File: src/devinfo_pkg.sv
package devinfo_pkg;

	////////////////////
	// die identity widths and port timing

	// 57-bit die serial, padded to 64 on the register side
	localparam int DNA_BITS = 57;
	// read select to valid dout on the config port
	localparam int ICAP_READ_LATENCY = 3;

	////////////////////
	// reader state machines

	typedef enum logic [1:0] {
		DNA_BOOT = 2'h0,
		DNA_READ = 2'h1,
		DNA_DONE = 2'h2
	} dna_state_t;

	typedef enum logic [2:0] {
		ICAP_BOOT_HOLD = 3'h0,
		ICAP_SYNC      = 3'h1,
		ICAP_NOP       = 3'h2,
		ICAP_HEADER    = 3'h3,
		ICAP_PIPE      = 3'h4,
		ICAP_READ      = 3'h5,
		ICAP_DONE      = 3'h6
	} icap_state_t;

	////////////////////
	// config port command words, in bitstream order

	typedef enum logic [31:0] {
		OP_SYNC            = 32'haa995566,
		OP_NOP             = 32'h20000000,
		// type 1 read, IDCODE register, one word
		OP_READ_IDCODE_HDR = 32'h28018001,
		// type 1 write, CMD register, one word
		OP_WRITE_CMD_HDR   = 32'h30008001,
		OP_DESYNC_CMD      = 32'h0000000d
	} icap_op_t;

	////////////////////
	// APB register map, byte offsets

	localparam logic [11:0] REG_STATUS    = 12'h000;
	localparam logic [11:0] REG_SERIAL_LO = 12'h004;
	localparam logic [11:0] REG_SERIAL_HI = 12'h008;
	localparam logic [11:0] REG_IDCODE    = 12'h00c;

	// the config port wants every byte bit-reversed, both directions
	function automatic logic [31:0] byte_bitswap(input logic [31:0] w);
		logic [31:0] r;
		for (int b = 0; b < 4; b++) begin
			for (int i = 0; i < 8; i++) begin
				r[b*8 + i] = w[b*8 + 7 - i];
			end
		end
		return r;
	endfunction

endpackage

File: src/boot_delay.sv
`timescale 1ns/10ps

module boot_delay #(
	parameter logic [23:0] BOOT_CYCLES = 24'd1000
) (
	input  logic clk,
	input  logic rst_n,
	output logic boot_done
);

	// cycles elapsed since reset release
	logic [23:0] boot_cnt;

	////////////////////
	// hold-off counter

	always_ff @(posedge clk) begin
		if (!rst_n) begin
			boot_cnt  <= 24'd0;
			boot_done <= 1'b0;
		end else if (!boot_done) begin
			// counter freezes once done is set
			if (boot_cnt == BOOT_CYCLES) begin
				boot_done <= 1'b1;
			end else begin
				boot_cnt <= boot_cnt + 24'd1;
			end
		end
	end

	// done stays high until the next reset
	// both readers wait on this one flag

endmodule

File: src/device_info_top.sv
`timescale 1ns/10ps

module device_info_top #(
	parameter logic [23:0]                      BOOT_CYCLES  = 24'd1000,
	parameter logic [devinfo_pkg::DNA_BITS-1:0] DNA_VALUE    = '0,
	parameter logic [31:0]                      IDCODE_VALUE = 32'h0
) (
	input  logic        clk,
	input  logic        rst_n,
	input  logic        psel,
	input  logic        penable,
	input  logic        pwrite,
	input  logic [11:0] paddr,
	input  logic [31:0] pwdata,
	output logic [31:0] prdata,
	output logic        pready,
	output logic        pslverr
);

	// shared power-up hold-off
	logic        boot_done;
	// identity values toward the register block
	logic [63:0] die_serial;
	logic        die_serial_valid;
	logic [31:0] idcode;
	logic        idcode_valid;

	boot_delay #(
		.BOOT_CYCLES(BOOT_CYCLES)
	) u_boot (
		.clk      (clk),
		.rst_n    (rst_n),
		.boot_done(boot_done)
	);

	dna_reader #(
		.DNA_VALUE(DNA_VALUE)
	) u_dna (
		.clk             (clk),
		.rst_n           (rst_n),
		.boot_done       (boot_done),
		.die_serial      (die_serial),
		.die_serial_valid(die_serial_valid)
	);

	icap_idcode_reader #(
		.IDCODE_VALUE(IDCODE_VALUE)
	) u_icap (
		.clk         (clk),
		.rst_n       (rst_n),
		.boot_done   (boot_done),
		.idcode      (idcode),
		.idcode_valid(idcode_valid)
	);

	devinfo_apb u_apb (
		.clk             (clk),
		.rst_n           (rst_n),
		.psel            (psel),
		.penable         (penable),
		.pwrite          (pwrite),
		.paddr           (paddr),
		.pwdata          (pwdata),
		.prdata          (prdata),
		.pready          (pready),
		.pslverr         (pslverr),
		.die_serial      (die_serial),
		.die_serial_valid(die_serial_valid),
		.idcode          (idcode),
		.idcode_valid    (idcode_valid)
	);

endmodule

File: src/devinfo_apb.sv
`timescale 1ns/10ps

module devinfo_apb (
	input  logic        clk,
	input  logic        rst_n,
	input  logic        psel,
	input  logic        penable,
	input  logic        pwrite,
	input  logic [11:0] paddr,
	input  logic [31:0] pwdata,
	output logic [31:0] prdata,
	output logic        pready,
	output logic        pslverr,
	input  logic [63:0] die_serial,
	input  logic        die_serial_valid,
	input  logic [31:0] idcode,
	input  logic        idcode_valid
);

	import devinfo_pkg::*;

	logic        setup;
	logic        mapped;
	logic [31:0] rd_word;

	// setup phase, response registered for the access phase
	assign setup = psel && !penable;

	////////////////////
	// address decode

	always_comb begin
		mapped = 1'b1;
		case (paddr)
			REG_STATUS:    rd_word = {30'd0, idcode_valid, die_serial_valid};
			// serial shifts in place, hide it until complete
			REG_SERIAL_LO: rd_word = die_serial_valid ? die_serial[31:0] : 32'd0;
			REG_SERIAL_HI: rd_word = die_serial_valid ? die_serial[63:32] : 32'd0;
			REG_IDCODE:    rd_word = idcode_valid ? idcode : 32'd0;
			default: begin
				rd_word = 32'd0;
				mapped  = 1'b0;
			end
		endcase
	end

	////////////////////
	// response, no wait states

	always_ff @(posedge clk) begin
		if (!rst_n) begin
			prdata  <= 32'd0;
			pready  <= 1'b0;
			pslverr <= 1'b0;
		end else begin
			pready <= setup;
			if (setup) begin
				// rejected write data shows on prdata, for bus traces
				prdata  <= pwrite ? pwdata : rd_word;
				pslverr <= pwrite || !mapped;
			end
		end
	end

endmodule

File: src/dna_port_model.sv
`timescale 1ns/10ps

module dna_port_model #(
	parameter logic [devinfo_pkg::DNA_BITS-1:0] DNA_VALUE = '0
) (
	input  logic clk,
	input  logic read,
	input  logic shift,
	output logic dout
);

	import devinfo_pkg::*;

	// stand-in for the die DNA primitive
	// value is fused in silicon, here it comes from the parameter

	// shift register holding the serial
	logic [DNA_BITS-1:0] dna_sr;

	////////////////////
	// load and shift

	always_ff @(posedge clk) begin
		// read wins over shift, as on the real port
		if (read) begin
			dna_sr <= DNA_VALUE;
		end else if (shift) begin
			// MSB leaves first, zeros fill from the bottom
			dna_sr <= {dna_sr[DNA_BITS-2:0], 1'b0};
		end
	end

	// top bit is always on the pin
	// valid from the cycle after read
	assign dout = dna_sr[DNA_BITS-1];

endmodule

File: src/dna_reader.sv
`timescale 1ns/10ps

module dna_reader #(
	parameter logic [devinfo_pkg::DNA_BITS-1:0] DNA_VALUE = '0
) (
	input  logic        clk,
	input  logic        rst_n,
	input  logic        boot_done,
	output logic [63:0] die_serial,
	output logic        die_serial_valid
);

	import devinfo_pkg::*;

	// count reaches this on the last capture
	localparam logic [6:0] BIT_LAST = 7'(DNA_BITS);

	dna_state_t state;
	logic [6:0] bit_cnt;
	logic       dna_read;
	logic       dna_shift;
	logic       dna_dout;

	dna_port_model #(
		.DNA_VALUE(DNA_VALUE)
	) dna_port (
		.clk  (clk),
		.read (dna_read),
		.shift(dna_shift),
		.dout (dna_dout)
	);

	////////////////////
	// read sequence

	always_ff @(posedge clk) begin
		if (!rst_n) begin
			state            <= DNA_BOOT;
			bit_cnt          <= 7'd0;
			dna_read         <= 1'b0;
			dna_shift        <= 1'b0;
			die_serial       <= 64'd0;
			die_serial_valid <= 1'b0;
		end else begin
			// strobes are single cycle
			dna_read  <= 1'b0;
			dna_shift <= 1'b0;
			case (state)
				DNA_BOOT: begin
					if (boot_done) begin
						dna_read <= 1'b1;
						bit_cnt  <= 7'd0;
						state    <= DNA_READ;
					end
				end
				DNA_READ: begin
					bit_cnt <= bit_cnt + 7'd1;
					if (bit_cnt < BIT_LAST) begin
						dna_shift <= 1'b1;
					end
					// first cycle is the load, nothing on dout yet
					if (bit_cnt != 7'd0) begin
						die_serial <= {{(64-DNA_BITS){1'b0}},
							die_serial[DNA_BITS-2:0], dna_dout};
					end
					if (bit_cnt == BIT_LAST) begin
						die_serial_valid <= 1'b1;
						state            <= DNA_DONE;
					end
				end
				// done, serial held until reset
				default: begin
				end
			endcase
		end
	end

endmodule

File: src/icap_idcode_reader.sv
`timescale 1ns/10ps

module icap_idcode_reader #(
	parameter logic [31:0] IDCODE_VALUE = 32'h0
) (
	input  logic        clk,
	input  logic        rst_n,
	input  logic        boot_done,
	output logic [31:0] idcode,
	output logic        idcode_valid
);

	import devinfo_pkg::*;

	localparam logic [3:0] LAT = 4'(ICAP_READ_LATENCY);

	icap_state_t state;
	// shared step counter for nops, turnaround, read and desync
	logic [3:0]  step;
	logic        icap_cs_n;
	logic        icap_wr_n;
	logic [31:0] icap_din;
	logic [31:0] icap_dout;

	icap_model #(
		.IDCODE_VALUE(IDCODE_VALUE)
	) icap (
		.clk  (clk),
		.rst_n(rst_n),
		.cs_n (icap_cs_n),
		.wr_n (icap_wr_n),
		.din  (icap_din),
		.dout (icap_dout)
	);

	////////////////////
	// command sequence

	always_ff @(posedge clk) begin
		if (!rst_n) begin
			state        <= ICAP_BOOT_HOLD;
			step         <= 4'd0;
			icap_cs_n    <= 1'b1;
			icap_wr_n    <= 1'b1;
			icap_din     <= '1;
			idcode       <= 32'd0;
			idcode_valid <= 1'b0;
		end else begin
			case (state)
				ICAP_BOOT_HOLD: begin
					// select in write mode, first word is a dummy
					if (boot_done) begin
						icap_cs_n <= 1'b0;
						icap_wr_n <= 1'b0;
						state     <= ICAP_SYNC;
					end
				end
				ICAP_SYNC: begin
					icap_din <= byte_bitswap(OP_SYNC);
					step     <= 4'd0;
					state    <= ICAP_NOP;
				end
				// two hazard slots after sync
				ICAP_NOP: begin
					icap_din <= byte_bitswap(OP_NOP);
					step     <= step + 4'd1;
					if (step == 4'd1) begin
						state <= ICAP_HEADER;
					end
				end
				ICAP_HEADER: begin
					icap_din <= byte_bitswap(OP_READ_IDCODE_HDR);
					step     <= 4'd0;
					state    <= ICAP_PIPE;
				end
				// flush nop, then deselect, flip to read, reselect
				ICAP_PIPE: begin
					icap_din <= byte_bitswap(OP_NOP);
					step     <= step + 4'd1;
					if (step == 4'd1) begin
						icap_cs_n <= 1'b1;
					end
					if (step == 4'd2) begin
						icap_wr_n <= 1'b1;
					end
					if (step == 4'd3) begin
						icap_cs_n <= 1'b0;
						step      <= 4'd0;
						state     <= ICAP_READ;
					end
				end
				// wait out the port latency, then grab the word
				ICAP_READ: begin
					step <= step + 4'd1;
					if (step == LAT) begin
						idcode       <= byte_bitswap(icap_dout);
						idcode_valid <= 1'b1;
						step         <= 4'd0;
						state        <= ICAP_DONE;
					end
				end
				// desync so the port is left free, idcode untouched
				default: begin
					if (step < 4'd9) begin
						step <= step + 4'd1;
					end
					if (step == 4'd0) begin
						icap_cs_n <= 1'b1;
					end
					if (step == 4'd1) begin
						icap_wr_n <= 1'b0;
					end
					if (step == 4'd2) begin
						icap_din  <= byte_bitswap(OP_NOP);
						icap_cs_n <= 1'b0;
					end
					// CMD write, one word, desync
					if (step == 4'd4) begin
						icap_din <= byte_bitswap(OP_WRITE_CMD_HDR);
					end
					if (step == 4'd5) begin
						icap_din <= byte_bitswap(OP_DESYNC_CMD);
					end
					if (step == 4'd6) begin
						icap_din <= byte_bitswap(OP_NOP);
					end
					// trailing nops, then release the port
					if (step == 4'd8) begin
						icap_cs_n <= 1'b1;
						icap_wr_n <= 1'b1;
					end
				end
			endcase
		end
	end

endmodule

File: src/icap_model.sv
`timescale 1ns/10ps

module icap_model #(
	parameter logic [31:0] IDCODE_VALUE = 32'h0
) (
	input  logic        clk,
	input  logic        rst_n,
	input  logic        cs_n,
	input  logic        wr_n,
	input  logic [31:0] din,
	output logic [31:0] dout
);

	import devinfo_pkg::*;

	localparam logic [2:0] LAT = 3'(ICAP_READ_LATENCY);

	// din with the byte swap undone
	logic [31:0] word;
	logic        wr_accept;
	logic        rd_sel;
	// config logic state
	logic        synced;
	logic [1:0]  skip_cnt;
	logic        cmd_pend;
	logic        rd_pend;
	logic [2:0]  lat_cnt;

	assign word      = byte_bitswap(din);
	assign wr_accept = !cs_n && !wr_n;
	assign rd_sel    = !cs_n && wr_n;

	////////////////////
	// write path, packet decode

	always_ff @(posedge clk) begin
		if (!rst_n) begin
			synced   <= 1'b0;
			skip_cnt <= 2'd0;
			cmd_pend <= 1'b0;
			rd_pend  <= 1'b0;
		end else if (wr_accept) begin
			if (!synced) begin
				// everything before the sync word is dropped
				if (word == OP_SYNC) begin
					synced   <= 1'b1;
					skip_cnt <= 2'd2;
				end
			end else if (skip_cnt != 2'd0) begin
				// hazard slots after sync
				skip_cnt <= skip_cnt - 2'd1;
			end else if (cmd_pend) begin
				// data word of a CMD register write
				cmd_pend <= 1'b0;
				if (word == OP_DESYNC_CMD) begin
					synced <= 1'b0;
				end
			end else begin
				case (word)
					OP_READ_IDCODE_HDR: rd_pend <= 1'b1;
					OP_WRITE_CMD_HDR: begin
						cmd_pend <= 1'b1;
						rd_pend  <= 1'b0;
					end
					// nops and unsupported headers
					default: begin
					end
				endcase
			end
		end
	end

	////////////////////
	// read path, fixed pipeline delay

	always_ff @(posedge clk) begin
		if (!rst_n) begin
			lat_cnt <= 3'd0;
			dout    <= '1;
		end else if (rd_sel) begin
			if (lat_cnt != LAT) begin
				lat_cnt <= lat_cnt + 3'd1;
			end
			// held as long as cs stays low
			if (lat_cnt >= LAT - 3'd1 && synced && rd_pend) begin
				dout <= byte_bitswap(IDCODE_VALUE);
			end else begin
				dout <= '1;
			end
		end else begin
			// idle bus floats high
			lat_cnt <= 3'd0;
			dout    <= '1;
		end
	end

endmodule

File: config.mk
export PLATFORM = sky130hd
export DESIGN_NAME = device_info_top
export DESIGN_NICKNAME = d
export VERILOG_FILES = /design/src/devinfo_pkg.sv /design/src/boot_delay.sv /design/src/device_info_top.sv /design/src/devinfo_apb.sv /design/src/dna_port_model.sv /design/src/dna_reader.sv /design/src/icap_idcode_reader.sv /design/src/icap_model.sv
export SDC_FILE = /design/constraint.sdc
export NUM_CORES = 1
export LEC_CHECK = 0
export ABC_AREA = 1
export BUFFER_PORTS_ARGS = -buffer_cell sky130_fd_sc_hd__buf_2
export CAP_MARGIN = 0
export CORE_MARGIN = 5
export CORE_UTILIZATION = 48
export CTS_CLUSTER_DIAMETER = 40
export DETAILED_ROUTE_END_ITERATION = 16
export PLACE_DENSITY = 0.7
export SLEW_MARGIN = 10
export SYNTH_ARGS = -nofsm -noshare
export SYNTH_HDL_FRONTEND = slang
export SYNTH_SLANG_ARGS = --single-unit
export TNS_END_PERCENT = 20
File: constraint.sdc
create_clock -name clk -period 3.92 [get_ports clk]
set_clock_uncertainty 0.15 [all_clocks]
set_input_delay 0.392 -clock clk [delete_from_list [all_inputs] [get_ports clk]]
set_output_delay 0.392 -clock clk [all_outputs]
set_load 0.005 [all_outputs]
**After elaboration in Yosys (flattened, before gate mapping)**

Index checks and enable logic that the tools add are counted.

- Output and inout port bits: 34
- Register bits: 183
- Word-level logic and storage cells: 157
- Bits of input ports: 49

- Eq/ne operators: 32
- Reductions and logical operators: 43
- Mux-type cells: 47
- Bitwise logic cells: 7
- $lt $le $gt $ge: 2
- $add $sub $neg: 5

Operator list:

| cell | number |
|---|---|
| $mux W32 | 7 |
| $pmux W32 S4 | 1 |
| $eq A32 B30 Y1 const B | 2 |
| $pmux W32 S2 | 1 |
| $eq A32 B32 Y1 const B | 1 |
| $eq A32 B4 Y1 const B | 1 |
| $add A24 B1 Y24 const B | 1 |
| $eq A12 B4 Y1 const B | 2 |
| $eq A24 B10 Y1 const B | 1 |
| $mux W1 | 19 |
| $pmux W3 S6 | 1 |
| $pmux W4 S4 | 1 |
| $pmux W7 S2 | 1 |
| $reduce_and A2 Y1 | 7 |
| $eq A12 B3 Y1 const B | 1 |
| $eq A4 B3 Y1 const B | 3 |
| $logic_not A12 Y1 | 1 |
| $mux W3 | 4 |
| $ne A2 B1 Y1 const B | 6 |
| $mux W2 | 5 |
| $reduce_and A5 Y1 | 2 |
| $reduce_and A3 Y1 | 3 |
| $eq A4 B2 Y1 const B | 2 |
| $mux W4 | 2 |
| other kinds (35) | 61 |

**Longest topological paths before layout**

- Depth in word-level cells: 6
- Depth in mapped cells: 10
- Mapped depth without buffers: 10

**Modules after synthesis**

A second synthesis with hierarchy kept.

- Cell total of the unflattened synthesis: 1546
- Area total of the unflattened synthesis: 10188.5 µm²

Modules (own cells, without submodules):

| module | cells each | area each (µm²) | instances |
|---|---|---|---|
| dna_reader | 469 | 3241.9 | 1 |
| devinfo_apb | 363 | 2240.9 | 1 |
| icap_idcode_reader | 304 | 2182.1 | 1 |
| boot_delay | 239 | 1506.4 | 1 |
| icap_model | 169 | 1006.0 | 1 |
| dna_port_model | 2 | 11.3 | 1 |

**Worst setup path before layout**

OpenSTA, ideal clock, no wires.

- Kind: reg-to-reg
- From: reg u_icap.step[0]
- To: reg u_icap.icap_din[8]
- Setup time: 120 ps
- Cell stages (with the launch flop): 9
- Arrival: 1316 ps
- Setup slack: 2334 ps
- Path through: dfxtp_1 inv_1 ha_1 o21ai_0 nand2_1 nand3_1 o21ai_0 inv_1 nand3_1

- Cells in the longest elaborated chain, start to end: 5
- Elaborated cells on any way between the ends: 10
- Classes of those cells: 4 x eq/ne; 4 x mux; 2 x reduce/logical

RTL lines:

| element | RTL line | source |
|---|---|---|
| start: declaration | icap_idcode_reader.sv:19 | `logic [3:0] step;` |
| start signal: assignment | icap_idcode_reader.sv:66 | `step <= step + 4'd1;` |
| start signal: assignment | icap_idcode_reader.sv:79 | `step <= step + 4'd1;` |
| start signal: assignment | icap_idcode_reader.sv:94 | `step <= step + 4'd1;` |
| $eq A4 B3 Y1 | icap_idcode_reader.sv:118 | `if (step == 4'd4) begin` |
| $mux W32 | icap_idcode_reader.sv:118 |  |
| $mux W32 | icap_idcode_reader.sv:121 | `if (step == 4'd5) begin` |
| $mux W32 | icap_idcode_reader.sv:124 | `if (step == 4'd6) begin` |
| $pmux W32 S4 | icap_idcode_reader.sv:49 | `case (state)` |
| end signal: assignment | icap_idcode_reader.sv:119 | `icap_din <= byte_bitswap(OP_WRITE_CMD_HDR);` |
| end signal: assignment | icap_idcode_reader.sv:122 | `icap_din <= byte_bitswap(OP_DESYNC_CMD);` |
| end signal: assignment | icap_idcode_reader.sv:125 | `icap_din <= byte_bitswap(OP_NOP);` |
| end: declaration | icap_idcode_reader.sv:22 | `logic [31:0] icap_din;` |

Parallel ways exist; a longest one is shown, timed or not.
A chain may end at the register's enable or synchronous reset.

**Worst setup path in the final report**

- From: reg u_boot.boot_cnt[0]
- To: reg u_boot.boot_cnt[14]

- Cells in the longest elaborated chain, start to end: 3
- Elaborated cells on any way between the ends: 4
- Classes of those cells: 1 x add/sub; 1 x eq/ne; 1 x bitwise; 1 x reduce/logical

RTL lines:

| element | RTL line | source |
|---|---|---|
| start: declaration | boot_delay.sv:12 | `logic [23:0] boot_cnt;` |
| start signal: assignment | boot_delay.sv:26 | `boot_cnt <= boot_cnt + 24'd1;` |
| branches (longest 3 deep; another with $add A24 B1 Y24) | - |  |

Several ways; the timed one is not identified.

==> metrics.csv <==
metric;value;unit
timing_worst_slew_pin_value;1.16;ns
cts.reportedPaths.clkPinSlew;0.10;ns
count_of_flip_flops_with_a_built_in_enable_after_synthesis;0;
std_cell_rows;37;
commonest_non_fill_non_tap_cell_in_the_layout;sky130_fd_sc_hd__nand2_1;
worstRegToRegCells;9;
power_density;428;nW/µm²
detail_route.vias_per_cell;5.07;
dr.pass1.iters;5;
ys_async_sr_fraction;0;
numCtsBuffers;9;
first_global_vias;4564;
worst_path_cell_trace;inv_1, ha_1, nand3_1, nor2_2, nand3_2, nand2_2, inv_1, nand2_1, a21oi_1;
irDropWorstVdd;0.222;mV
finalPower;2.48;mW
capturing_element_of_the_worst_setup_path;u_boot.boot_cnt[14];
setup.worst_path.end_class;flop;
io_buffers;82;
route.detailed.wl_per_inst;12.4;µm
synth_area;5090;µm²
floorplan.die.width;113;µm
critical-path-max-stage-delay;0.44;ns
timing.setup.tns;0;ns
global_route.overflow_total;0;
grt_max_degree;54;
leakagePower;2.69;nW
detail_route.wirelength;12.0;mm
status;finished clean;
tcrit_tclk_final;0.592;
worst_path_most_repeated_cell;sky130_fd_sc_hd__inv_1;
r2r_end;u_boot.boot_cnt[14];
postSynthCellCount;760;
area_growth_syn_to_layout;13.8;%
rsz_0062_raised_after_global_routing;false;
finalCriticalPeriod;2.32;ns
final_layout_size_suffix_gt1_frac;0.140;
dominantRegCellSynth;sky130_fd_sc_hd__dfxtp_1;
max_frequency;0.431;GHz
grt_first_pass_wirelength;20.5;mm
dominant_cell_type_by_area_after_synthesis;sky130_fd_sc_hd__dfxtp_1;
dr_total_vias;4915;
net_count_reported_at_finish;889;
cp.required;4.00;ns
dp.cells;953;
grt.total_usage;0.190;
launching_element_type_of_the_critical_path;flop;
die_height;113;µm
synth_seq_cells;98;
grt_antenna_before_repair;1;
final-seq-area;1960;µm²
cts_hold_buffers;0;
yosysUniqueCellTypes;37;
fin_worst_hold_slack;0.201;ns
post_cts_buffers;0;
clock_tree.htree_level_count;3;
final-hold-violation-count;0;
initial_utilization;0.493;
die-area;12800;µm²
syn_area_per_cell;6.70;µm²
multi_input_area;2610;µm²
cts_root_buffer;sky130_fd_sc_hd__clkbuf_8;
fin_util;0.561;
cts_tree;yes;
clock_insertion_delay_worst_skew;0.37;ns
remaining_antenna_violation_count_after_routing;0;
crit_path_top_delay_cell;sky130_fd_sc_hd__inv_1;
most_frequent_cells_in_the_layout;sky130_fd_sc_hd__nand2_1 (194), sky130_fd_sc_hd__inv_1 (101), sky130_fd_sc_hd__dfxtp_1 (98), sky130_fd_sc_hd__nor2_1 (87), sky130_fd_sc_hd__buf_2 (82);
synth_seq_area_share;0.385;
worstSetupPathType;reg2reg;
maxSlewViolCount;0;
hold_class;in2reg;
worstPathMaxFanout;24;
place.gp.congestion;0.892;
critical_path.startpoint;u_boot.boot_cnt[0];
r2r_slack;1.60;ns
worst_r2r_startpoint;u_boot.boot_cnt[0];
worst_slew_margin_rel;0.227;
first_iter_violations;331;
crit_arrival;2.40;ns
yosys_warning_count;0;
design.portCount;83;
postSynthNetCount;821;
drc_errors;0;
max_cap_viol_count;0;
post_synth_main_area_contributors;sky130_fd_sc_hd__dfxtp_1 (39%), sky130_fd_sc_hd__nand2_1 (14%), sky130_fd_sc_hd__inv_1 (7.4%);
clockBufferDepth;2;
filler_cell_count;1023;
detailedPlacementHpwl;8.82;mm
final-instance-count-excl-fill;969;
antenna_cells_inserted;0;
cts.sink_count;98;
finalSetupViolCount;0;
ctsResizeCount;0;
floorplan.core_area;10300;µm²
post-synth-top-area-fraction;0.385;
worst min-delay path by stage:
| stage | start | endpoint | cells after the start |
|---|---|---|---|
| 2_1_floorplan | u_icap.icap_wr_n | u_icap.icap_wr_n | 2 |
| 3_3_place_gp | u_icap.icap_wr_n | u_icap.icap_wr_n | 2 |
| 3_5_place_dp | u_icap.icap_wr_n | u_icap.icap_wr_n | 2 |
| 4_1_cts | pwdata[11] | u_apb.prdata[11] | 5 |
| 5_1_grt | pwdata[19] | u_apb.prdata[19] | 5 |
| 6_report | pwdata[1] | u_apb.prdata[1] | 5 |
registers in the layout, summed over array words and instances, names as in the netlist:
name and cells:
u_dna.bit_cnt 7, u_dna.die_serial_valid 1, u_icap.icap_cs_n 1, u_icap.icap.cmd_pend 1, u_boot.boot_cnt 24, u_icap.icap.rd_pend 1
u_icap.icap_din 9, u_apb.pready 1, u_icap.step 4, u_icap.icap_wr_n 1, u_icap.icap.lat_cnt 3, u_boot.boot_done 1
u_icap.idcode_valid 1, u_apb.pslverr 1, u_icap.icap.skip_cnt 2, u_icap.icap.dout 1, u_icap.idcode 1, u_dna.state 2
u_icap.icap.synced 1, u_icap.state 3, u_apb.prdata 32
logic make-up (layout without fill, tap and decap cells):
family	Yosys count	in the layout	synth area share
compound gates	110	110	0.128
simple gates	395	395	0.332
fa+ha+maj	12	12	0.0295
flops	98	98	0.385
buf+inv	132	205	0.103
xor+xnor	13	13	0.0224
layout make-up:
cell class / count / share of cell area
Multi-Input combinational cell: 530 / 0.451
Timing Repair Buffer: 84 / 0.0734
Tap cell: 136 / 0.0294
Clock inverter: 7 / 0.0181
Clock buffer: 9 / 0.0214
Inverter: 105 / 0.0680
Sequential cell: 98 / 0.339
metrics by stage:
stage,instance area [µm²],setup WS [ns]
after CTS,5790,1.59
after global placement,5570,1.43
after floorplan,5090,2.33
after detailed placement,5570,1.37
after global routing,5790,1.33
final,5790,1.60
worst max-delay path: cells and delay by family, from the launching register on:
family	cells	cell delay, ns
compound gates	1	0.07
fa+ha+maj	1	0.16
buf+inv	2	0.54
flops	1	0.34
simple gates	5	0.92
cell usage after synthesis, drive strengths merged, types with 2 or more instances:
cell type,instances
nor3,12
nand4,8
dfxtp,98
nor2,92
o21ai,24
or2,3
nor3b,3
nand2,198
clkbuf,14
a221oi,2
inv,104
xor2,6
o211ai,33
buf,13
a21oi,47
nand3,74
xnor2,7
ha,12
nand3b,3
metal layers:
layer / GRT usage / vias up / share of wire
met4: 0.0609 / 2 / 0.015
met5: 0 / - / 0.00092
li1: - / 2570 / -
met2: 0.309 / 100 / 0.47
met1: 0.253 / 2229 / 0.47
met3: 0.0401 / 14 / 0.045
power breakdown:
group	internal, mW	switching, mW	total, mW
Clock	0.371	0.373	0.743
Sequential	1.09	0.0799	1.17
Combinational	0.204	0.364	0.568
Total	1.66	0.816	2.48
(Power assumes the default switching activity.)
